[src/rtl/radio_pkg.sv]
package radio_pkg;

   // --------------------------------------------------
   // widths
   // --------------------------------------------------
   localparam int SAMPLE_W  = 32;  // packed i/q, i in the upper half
   localparam int COMP_W    = 16;  // one i or q component
   localparam int SR_ADDR_W = 8;
   localparam int SR_DATA_W = 32;
   localparam int RB_DATA_W = 64;
   localparam int MAP_W     = 3;   // swap, invert i, invert q
   localparam int OVF_CNT_W = 16;  // overflow counter, fits rb status bits 47:32

   // --------------------------------------------------
   // settings bus addresses
   // --------------------------------------------------
   localparam logic [SR_ADDR_W-1:0] SR_DB_BASE    = 8'd160;
   localparam logic [SR_ADDR_W-1:0] SR_RX_FE_BASE = SR_DB_BASE + 8'd64;

   // offsets from the rx front-end base
   // mapping: bit 0 swap i/q, bit 1 invert i, bit 2 invert q
   localparam logic [SR_ADDR_W-1:0] SR_RX_FE_MAPPING   = 8'd0;
   // dc offset: i in 31:16, q in 15:0
   localparam logic [SR_ADDR_W-1:0] SR_RX_FE_DC_OFFSET = 8'd1;

   // --------------------------------------------------
   // readback
   // --------------------------------------------------
   localparam logic [SR_ADDR_W-1:0] RB_DB_BASE = 8'd16;

   // status: level in 15:0, overflow count in 47:32
   // config: mapping in 2:0, dc offset in 63:32
   typedef enum logic [SR_ADDR_W-1:0] {
      RB_STATUS = RB_DB_BASE,
      RB_CONFIG = RB_DB_BASE + 8'd1
   } rb_sel_e;

endpackage

[src/rtl/rx_fe_settings.sv]
`timescale 1ns/1ps

module rx_fe_settings #(
   parameter int FIFO_DEPTH = 16,
   parameter logic [radio_pkg::SR_ADDR_W-1:0] SR_BASE = radio_pkg::SR_RX_FE_BASE
) (
   input  logic                              radio_clk,
   input  logic                              i_rst,
   // settings write
   input  logic                              i_set_stb,
   input  logic [radio_pkg::SR_ADDR_W-1:0]   i_set_addr,
   input  logic [radio_pkg::SR_DATA_W-1:0]   i_set_data,
   // readback
   input  logic                              i_rb_stb,
   input  radio_pkg::rb_sel_e                i_rb_addr,
   input  logic [$clog2(FIFO_DEPTH):0]       i_fifo_level,
   input  logic [radio_pkg::OVF_CNT_W-1:0]   i_overflow_cnt,
   // correction settings to the front end
   output logic                              o_swap_iq,
   output logic                              o_invert_i,
   output logic                              o_invert_q,
   output logic [radio_pkg::COMP_W-1:0]      o_dc_offset_i,
   output logic [radio_pkg::COMP_W-1:0]      o_dc_offset_q,
   output logic [radio_pkg::RB_DATA_W-1:0]   o_rb_data
);

   localparam int LVL_W = $clog2(FIFO_DEPTH) + 1;
   localparam int CW    = radio_pkg::COMP_W;

   localparam logic [radio_pkg::SR_ADDR_W-1:0] MAP_ADDR =
      SR_BASE + radio_pkg::SR_RX_FE_MAPPING;
   localparam logic [radio_pkg::SR_ADDR_W-1:0] DC_ADDR =
      SR_BASE + radio_pkg::SR_RX_FE_DC_OFFSET;

   logic [radio_pkg::MAP_W-1:0]     mapping;
   logic [radio_pkg::SR_DATA_W-1:0] dc_offset;
   logic [radio_pkg::RB_DATA_W-1:0] status_word;
   logic [radio_pkg::RB_DATA_W-1:0] config_word;

   // --------------------------------------------------
   // settings registers
   // --------------------------------------------------
   always_ff @(posedge radio_clk) begin
      if (i_rst) begin
         mapping   <= '0;  // pass-through
         dc_offset <= '0;
      end else if (i_set_stb) begin
         if (i_set_addr == MAP_ADDR)
            mapping <= i_set_data[radio_pkg::MAP_W-1:0];
         if (i_set_addr == DC_ADDR)
            dc_offset <= i_set_data;
      end
   end

   assign o_swap_iq     = mapping[0];
   assign o_invert_i    = mapping[1];
   assign o_invert_q    = mapping[2];
   assign o_dc_offset_i = dc_offset[2*CW-1:CW];
   assign o_dc_offset_q = dc_offset[CW-1:0];

   // --------------------------------------------------
   // readback
   // --------------------------------------------------
   always_comb begin
      status_word = '0;
      status_word[LVL_W-1:0] = i_fifo_level;
      status_word[32 +: radio_pkg::OVF_CNT_W] = i_overflow_cnt;
      config_word = '0;
      config_word[radio_pkg::MAP_W-1:0] = mapping;
      config_word[63:32] = dc_offset;
   end

   // held until the next request
   always_ff @(posedge radio_clk) begin
      if (i_rst) begin
         o_rb_data <= '0;
      end else if (i_rb_stb) begin
         case (i_rb_addr)
            radio_pkg::RB_STATUS: o_rb_data <= status_word;
            radio_pkg::RB_CONFIG: o_rb_data <= config_word;
            default:              o_rb_data <= '0;  // unmapped reads zero
         endcase
      end
   end

endmodule

[src/rtl/rx_frontend.sv]
`timescale 1ns/1ps

module rx_frontend (
   input  logic                            radio_clk,
   input  logic                            i_rst,
   input  logic                            i_rx_stb,
   input  logic [radio_pkg::SAMPLE_W-1:0]  i_rx_data,
   input  logic                            i_swap_iq,
   input  logic                            i_invert_i,
   input  logic                            i_invert_q,
   input  logic [radio_pkg::COMP_W-1:0]    i_dc_offset_i,
   input  logic [radio_pkg::COMP_W-1:0]    i_dc_offset_q,
   output logic                            o_stb,
   output logic [radio_pkg::SAMPLE_W-1:0]  o_data
);

   localparam int CW = radio_pkg::COMP_W;
   localparam int SW = radio_pkg::SAMPLE_W;
   localparam logic [CW-1:0] MAX_VAL = {1'b0, {(CW-1){1'b1}}};
   localparam logic [CW-1:0] MIN_VAL = {1'b1, {(CW-1){1'b0}}};

   // two's complement negate, -32768 has no positive twin
   function automatic logic [CW-1:0] neg_sat(input logic [CW-1:0] x);
      if (x == MIN_VAL)
         return MAX_VAL;
      return -x;
   endfunction

   // signed subtract clipped to 16 bits
   function automatic logic [CW-1:0] sub_sat(input logic [CW-1:0] x,
                                             input logic [CW-1:0] off);
      logic [CW:0] diff;
      diff = {x[CW-1], x} - {off[CW-1], off};
      if (diff[CW] != diff[CW-1])
         return diff[CW] ? MIN_VAL : MAX_VAL;
      return diff[CW-1:0];
   endfunction

   logic [CW-1:0] ival_sw, qval_sw;
   logic [CW-1:0] ival_inv, qval_inv;

   // --------------------------------------------------
   // swap, invert, offset
   // --------------------------------------------------
   always_comb begin
      ival_sw  = i_swap_iq ? i_rx_data[CW-1:0] : i_rx_data[SW-1:CW];
      qval_sw  = i_swap_iq ? i_rx_data[SW-1:CW] : i_rx_data[CW-1:0];
      ival_inv = i_invert_i ? neg_sat(ival_sw) : ival_sw;
      qval_inv = i_invert_q ? neg_sat(qval_sw) : qval_sw;
   end

   always_ff @(posedge radio_clk) begin
      if (i_rst)
         o_stb <= 1'b0;
      else
         o_stb <= i_rx_stb;  // fixed one cycle latency
   end

   always_ff @(posedge radio_clk) begin
      if (i_rx_stb)
         o_data <= {sub_sat(ival_inv, i_dc_offset_i), sub_sat(qval_inv, i_dc_offset_q)};
   end

endmodule

[src/rtl/rx_sample_fifo.sv]
`timescale 1ns/1ps

module rx_sample_fifo #(
   parameter int FIFO_DEPTH = 16
) (
   input  logic                             radio_clk,
   input  logic                             i_rst,
   input  logic                             i_wr_stb,
   input  logic [radio_pkg::SAMPLE_W-1:0]   i_wr_data,
   input  logic                             i_rd_stb,
   output logic [radio_pkg::SAMPLE_W-1:0]   o_rd_data,
   output logic                             o_empty,
   output logic [$clog2(FIFO_DEPTH):0]      o_level,
   output logic [radio_pkg::OVF_CNT_W-1:0]  o_overflow_cnt
);

   localparam int AW = $clog2(FIFO_DEPTH);

   logic [radio_pkg::SAMPLE_W-1:0] mem [FIFO_DEPTH];
   logic [AW-1:0] wr_ptr;
   logic [AW-1:0] rd_ptr;
   logic          full;
   logic          wr_en;
   logic          rd_en;

   assign full    = (o_level == FIFO_DEPTH);
   assign o_empty = (o_level == '0);
   assign wr_en   = i_wr_stb && !full;  // full judged before any read this cycle
   assign rd_en   = i_rd_stb && !o_empty;

   // show-ahead head
   assign o_rd_data = mem[rd_ptr];

   // --------------------------------------------------
   // storage
   // --------------------------------------------------
   always_ff @(posedge radio_clk) begin
      if (wr_en)
         mem[wr_ptr] <= i_wr_data;
   end

   // --------------------------------------------------
   // pointers, level and overflow count
   // --------------------------------------------------
   always_ff @(posedge radio_clk) begin
      if (i_rst) begin
         wr_ptr         <= '0;
         rd_ptr         <= '0;
         o_level        <= '0;
         o_overflow_cnt <= '0;
      end else begin
         if (wr_en)
            wr_ptr <= wr_ptr + 1'b1;  // depth is a power of two, wraps by itself
         if (rd_en)
            rd_ptr <= rd_ptr + 1'b1;
         case ({wr_en, rd_en})
            2'b10:   o_level <= o_level + 1'b1;
            2'b01:   o_level <= o_level - 1'b1;
            default: o_level <= o_level;
         endcase
         // sample lost, count saturates at all ones
         if (i_wr_stb && full && !(&o_overflow_cnt))
            o_overflow_cnt <= o_overflow_cnt + 1'b1;
      end
   end

endmodule

[src/rtl/rx_stream_out.sv]
`timescale 1ns/1ps

module rx_stream_out (
   input  logic                            radio_clk,
   input  logic                            i_rst,
   input  logic                            i_run_rx,
   input  logic                            i_empty,
   input  logic [radio_pkg::SAMPLE_W-1:0]  i_head_data,
   output logic                            o_rd_stb,
   output logic                            o_rx_stb,
   output logic [radio_pkg::SAMPLE_W-1:0]  o_rx_data
);

   // pop the head whenever running and something is there
   assign o_rd_stb = i_run_rx && !i_empty;

   // --------------------------------------------------
   // output register
   // --------------------------------------------------
   always_ff @(posedge radio_clk) begin
      if (i_rst)
         o_rx_stb <= 1'b0;
      else
         o_rx_stb <= o_rd_stb;  // one cycle after the pop
   end

   always_ff @(posedge radio_clk) begin
      if (o_rd_stb)
         o_rx_data <= i_head_data;  // head is still the popped entry this cycle
   end

endmodule

[src/rtl/radio_rx_core.sv]
`timescale 1ns/1ps

module radio_rx_core #(
   parameter int FIFO_DEPTH = 16,
   parameter logic [radio_pkg::SR_ADDR_W-1:0] SR_BASE = radio_pkg::SR_RX_FE_BASE
) (
   input  logic                             radio_clk,
   input  logic                             i_rst,
   // settings bus
   input  logic                             i_set_stb,
   input  logic [radio_pkg::SR_ADDR_W-1:0]  i_set_addr,
   input  logic [radio_pkg::SR_DATA_W-1:0]  i_set_data,
   // readback bus
   input  logic                             i_rb_stb,
   input  logic [radio_pkg::SR_ADDR_W-1:0]  i_rb_addr,
   output logic [radio_pkg::RB_DATA_W-1:0]  o_rb_data,
   // adc samples in
   input  logic                             i_rx_stb,
   input  logic [radio_pkg::SAMPLE_W-1:0]   i_rx_data,
   input  logic                             i_run_rx,
   // drained samples out
   output logic                             o_rx_stb,
   output logic [radio_pkg::SAMPLE_W-1:0]   o_rx_data
);

   localparam int LVL_W = $clog2(FIFO_DEPTH) + 1;

   // settings to front end
   logic                            swap_iq;
   logic                            invert_i;
   logic                            invert_q;
   logic [radio_pkg::COMP_W-1:0]    dc_offset_i;
   logic [radio_pkg::COMP_W-1:0]    dc_offset_q;

   // front end to fifo
   logic                            fe_stb;
   logic [radio_pkg::SAMPLE_W-1:0]  fe_data;

   // fifo status and head
   logic [radio_pkg::SAMPLE_W-1:0]  head_data;
   logic                            fifo_empty;
   logic [LVL_W-1:0]                fifo_level;
   logic [radio_pkg::OVF_CNT_W-1:0] overflow_cnt;
   logic                            fifo_rd_stb;

   // --------------------------------------------------
   // control
   // --------------------------------------------------
   rx_fe_settings #(
      .FIFO_DEPTH (FIFO_DEPTH),
      .SR_BASE    (SR_BASE)
   ) rx_fe_settings_i (
      .radio_clk      (radio_clk),
      .i_rst          (i_rst),
      .i_set_stb      (i_set_stb),
      .i_set_addr     (i_set_addr),
      .i_set_data     (i_set_data),
      .i_rb_stb       (i_rb_stb),
      .i_rb_addr      (radio_pkg::rb_sel_e'(i_rb_addr)),
      .i_fifo_level   (fifo_level),
      .i_overflow_cnt (overflow_cnt),
      .o_swap_iq      (swap_iq),
      .o_invert_i     (invert_i),
      .o_invert_q     (invert_q),
      .o_dc_offset_i  (dc_offset_i),
      .o_dc_offset_q  (dc_offset_q),
      .o_rb_data      (o_rb_data)
   );

   // --------------------------------------------------
   // sample path
   // --------------------------------------------------
   rx_frontend rx_frontend_i (
      .radio_clk     (radio_clk),
      .i_rst         (i_rst),
      .i_rx_stb      (i_rx_stb),
      .i_rx_data     (i_rx_data),
      .i_swap_iq     (swap_iq),
      .i_invert_i    (invert_i),
      .i_invert_q    (invert_q),
      .i_dc_offset_i (dc_offset_i),
      .i_dc_offset_q (dc_offset_q),
      .o_stb         (fe_stb),
      .o_data        (fe_data)
   );

   rx_sample_fifo #(
      .FIFO_DEPTH (FIFO_DEPTH)
   ) rx_sample_fifo_i (
      .radio_clk      (radio_clk),
      .i_rst          (i_rst),
      .i_wr_stb       (fe_stb),
      .i_wr_data      (fe_data),
      .i_rd_stb       (fifo_rd_stb),
      .o_rd_data      (head_data),
      .o_empty        (fifo_empty),
      .o_level        (fifo_level),
      .o_overflow_cnt (overflow_cnt)
   );

   rx_stream_out rx_stream_out_i (
      .radio_clk   (radio_clk),
      .i_rst       (i_rst),
      .i_run_rx    (i_run_rx),
      .i_empty     (fifo_empty),
      .i_head_data (head_data),
      .o_rd_stb    (fifo_rd_stb),
      .o_rx_stb    (o_rx_stb),
      .o_rx_data   (o_rx_data)
   );

endmodule

[config.mk]
export PLATFORM = sky130hd
export DESIGN_NAME = radio_rx_core
export DESIGN_NICKNAME = d
export VERILOG_FILES = /design/src/rtl/radio_pkg.sv /design/src/rtl/rx_fe_settings.sv /design/src/rtl/rx_frontend.sv /design/src/rtl/rx_sample_fifo.sv /design/src/rtl/rx_stream_out.sv /design/src/rtl/radio_rx_core.sv
export SDC_FILE = /design/constraint.sdc
export NUM_CORES = 1
export LEC_CHECK = 0
export ABC_AREA = 1
export BUFFER_PORTS_ARGS = -buffer_cell sky130_fd_sc_hd__buf_2
export CAP_MARGIN = 40
export CORE_MARGIN = 2
export CORE_UTILIZATION = 45
export DETAILED_ROUTE_END_ITERATION = 8
export PLACE_DENSITY_LB_ADDON = 0.2
export SYNTH_ARGS = -nofsm -noshare
export SYNTH_HDL_FRONTEND = slang
export SYNTH_HIERARCHICAL = 1
export SYNTH_SLANG_ARGS = --single-unit
[constraint.sdc]
create_clock -name radio_clk -period 5.6 [get_ports radio_clk]
set_clock_uncertainty 0.15 [all_clocks]
set_input_delay 1.12 -clock radio_clk [delete_from_list [all_inputs] [get_ports radio_clk]]
set_output_delay 1.12 -clock radio_clk [all_outputs]
set_load 0.01 [all_outputs]
==> results_dict.tcl <==
set metrics [dict create \
    clockRootBuffer "clkbuf_16" \
    synth_area_um2 31400 \
    clock_sinks 683 \
    layout_min_cycle_time_ns 4.70 \
    die_area_um2 72000 \
    async_flop_share 0 \
    via_per_inst 5.25 \
    tns_ns 0 \
    drcViolationCount 0 \
    gp_congestion 0.871 \
    die_height_um 268 \
    fin_cells 4032 \
    hp-class "reg -> reg" \
    syn_area_per_cell_um2 10.7 \
    critical_path_class "reg -> reg" \
    clkSlewWorstSetupHoldPaths_ns 0.06 \
    drv_slew 0 \
    rsz0062_at_grt "false" \
    netlist_instances 2926 \
    leakagePower_nw 13.2 \
    via_count 21200 \
    synth_area_leaders "edfxtp_1, dfxtp_1, nand2_1" \
    post_cts_buffers 0 \
    coreArea_um2 68800 \
    track_usage 0.211 \
    seq_area_frac_synth 0.619 \
    cts_tree "built" \
    chipWidth_um 268 \
    rows 96 \
    required_ns 5.89 \
    holdBufCountCts 0 \
    synthToLayoutAreaGrowth_pct 11.7 \
    cts.path.max_buffers 3 \
    ys_types 47 \
    start_util 0.457 \
    cap_violations 0 \
    drtAntennaViolNets 0 \
    hold_viol 0 \
    relSlewSlack 0.290 \
    nets 3172 \
    numCtsBuffers 73 \
    wl_per_cell_um 18.7 \
    synth_edf_count 576 \
    worstSkewPairLatency_ns 0.61 \
    finalSetupViolations 0 \
    fin_crit_sh 0.840 \
    grt_pass1_vias 20400 \
    ys.flop_type "edfxtp_1" \
    critPathMaxFanout 21 \
    portBuffers 155 \
    cp.arrival_ns 4.99 \
    hpwl_mm 45.1 \
    critPathLaunchType "flip-flop" \
    drive_above_1_share 0.129 \
    grt_max_degree 177 \
    final_core_util 0.510 \
    drtIter0Drc 1525 \
    routed_wl_mm 75.5 \
    cts_htree_levels 3 \
    yosysTopAreaCellShare 0.550 \
    fmax_mhz 213 \
    synth_warnings 6 \
    dr.pass1.iters 5 \
    p_per_area_nw_per_um2 385 \
    synth_seq_cells 683 \
    status "finished clean" \
    total_power_mw 13.5 \
    grt_antenna_before_repair 2 \
    grt_pass1_wl_mm 116 \
    grt.overflow.total 0 \
    fillers 6099 \
    placedCellCount 3898 \
    ir_drop_v 0.000298 \
    ctsResizeCount 0 \
    ios 183 \
    tightest_slew_ns 1.07 \
    setup.worst_path.end_class "flip-flop" \
    yosys.area.top_type "edfxtp_1" \
]
-- per-layer routing --
metal	global-route usage	share of wire	vias to the layer above
met3	0.0286	0.052	109
met4	0.0619	0.023	2
li1	-	-	10300
met2	0.349	0.48	583
met1	0.290	0.45	10100
met5	0	0.00017	-
-- critical path, cell delays in order (launching register included) --
cell and delay, ns:
dfxtp_1 0.76, inv_4 0.21, or2_1 0.31, o21ai_2 0.13, ha_1 0.20, inv_1 0.05
nor2_2 0.14, nand2_2 0.09, nor2_4 0.15, nand3b_1 0.15, o21a_1 0.22, ha_1 0.22
fa_1 0.37, inv_1 0.07, nand2_1 0.07, nand2_1 0.09, nand3_1 0.08, nand2_1 0.15
nand2_1 0.09, nand3_1 0.10, nand4_1 0.48, nand2_1 0.25
-- worst paths after layout --
| kind | startpoint | endpoint | slack (ns) | cells after the start |
|---|---|---|---|---|
| min reg2reg | rx_sample_fifo_i/rd_ptr[2] | rx_sample_fifo_i/rd_ptr[2] | 0.34 | 1 |
| max | rx_fe_settings_i/mapping[0] | rx_frontend_i/o_data[8] | 0.90 | 21 |
| max reg2reg | rx_fe_settings_i/mapping[0] | rx_frontend_i/o_data[8] | 0.90 | 21 |
| min | rx_sample_fifo_i/rd_ptr[2] | rx_sample_fifo_i/rd_ptr[2] | 0.34 | 1 |
-- cell type report --
type                            count  area [µm²]  area share
Inverter                          352        1330      0.0378
Tap cell                          931        1160      0.0332
Multi-Input combinational cell   1739        9750       0.278
Timing Repair Buffer              193        1110      0.0317
Antenna cell                        2        5.00    0.000143
Sequential cell                   683       19400       0.554
Clock buffer                       97        1950      0.0555
Clock inverter                     35         343     0.00977
-- flip-flops by register name (all words and copies together), names as in the netlist, 5 cells and up, named ones only --
signal                           count
rx_sample_fifo_i/mem               512
rx_fe_settings_i/o_rb_data          37
rx_fe_settings_i/dc_offset          32
rx_frontend_i/o_data                32
rx_stream_out_i/o_rx_data           32
rx_sample_fifo_i/o_overflow_cnt     16
rx_sample_fifo_i/o_level             5
-- layout by cell type (no fill, tap or decap), drive strengths merged, types with 42 or more instances in the layout --
master  instances
a21oi         226
buf           193
clkbuf         97
dfxtp         107
edfxtp        576
ha             42
inv           356
mux2i         128
nand2         453
nand3         221
nor2          189
o211ai        128
o21ai         216
-- cells by family (layout without fill, tap and decap cells) --
family | after synthesis | after routing | share of synthesized area
fa+ha+maj | 44 | 44 | 0.0180
mux | 128 | 128 | 0.0408
buf+inv | 530 | 677 | 0.0782
simple gates | 918 | 918 | 0.127
other cells | 1 | 29 | 0.000119
flops | 683 | 683 | 0.619
xor+xnor | 37 | 37 | 0.0103
compound gates | 585 | 585 | 0.107
-- synth_stat cells (2+ instances only) --
cell / count
a21o_1: 2
a21oi_1: 216
a21oi_2: 10
a31oi_1: 2
and2_1: 2
buf_1: 15
buf_12: 5
buf_2: 32
buf_4: 33
buf_6: 25
buf_8: 3
clkbuf_1: 65
dfxtp_1: 107
edfxtp_1: 576
fa_1: 2
ha_1: 42
inv_1: 340
inv_2: 11
mux2i_1: 128
nand2_1: 436
nand2_2: 17
nand3_1: 213
nand3_2: 7
nand3b_1: 8
nand4_1: 7
nor2_1: 178
nor2_2: 9
nor2_4: 2
nor3_1: 17
nor3_2: 4
o211ai_1: 127
o21ai_0: 182
o21ai_1: 26
o21ai_2: 8
o21bai_1: 9
or2_2: 14
xnor2_1: 12
xor2_1: 25
-- power by group --
part	switching, mW	internal [mW]	total [mW]
clock network	1.95	2.70	4.65
logic	1.72	0.971	2.69
registers	0.282	5.89	6.17
total	3.95	9.56	13.5
-- per-stage QoR --
stage	hold slack (ns)	area [µm²]	worst slack (ns)
after floorplan	0.294	31500	1.40
after global placement	0.310	32800	0.714
after detailed placement	0.323	32800	0.597
after CTS	0.335	35100	0.912
after global routing	0.356	35100	0.411
final	0.335	35100	0.897
(Power assumes the default switching activity.)
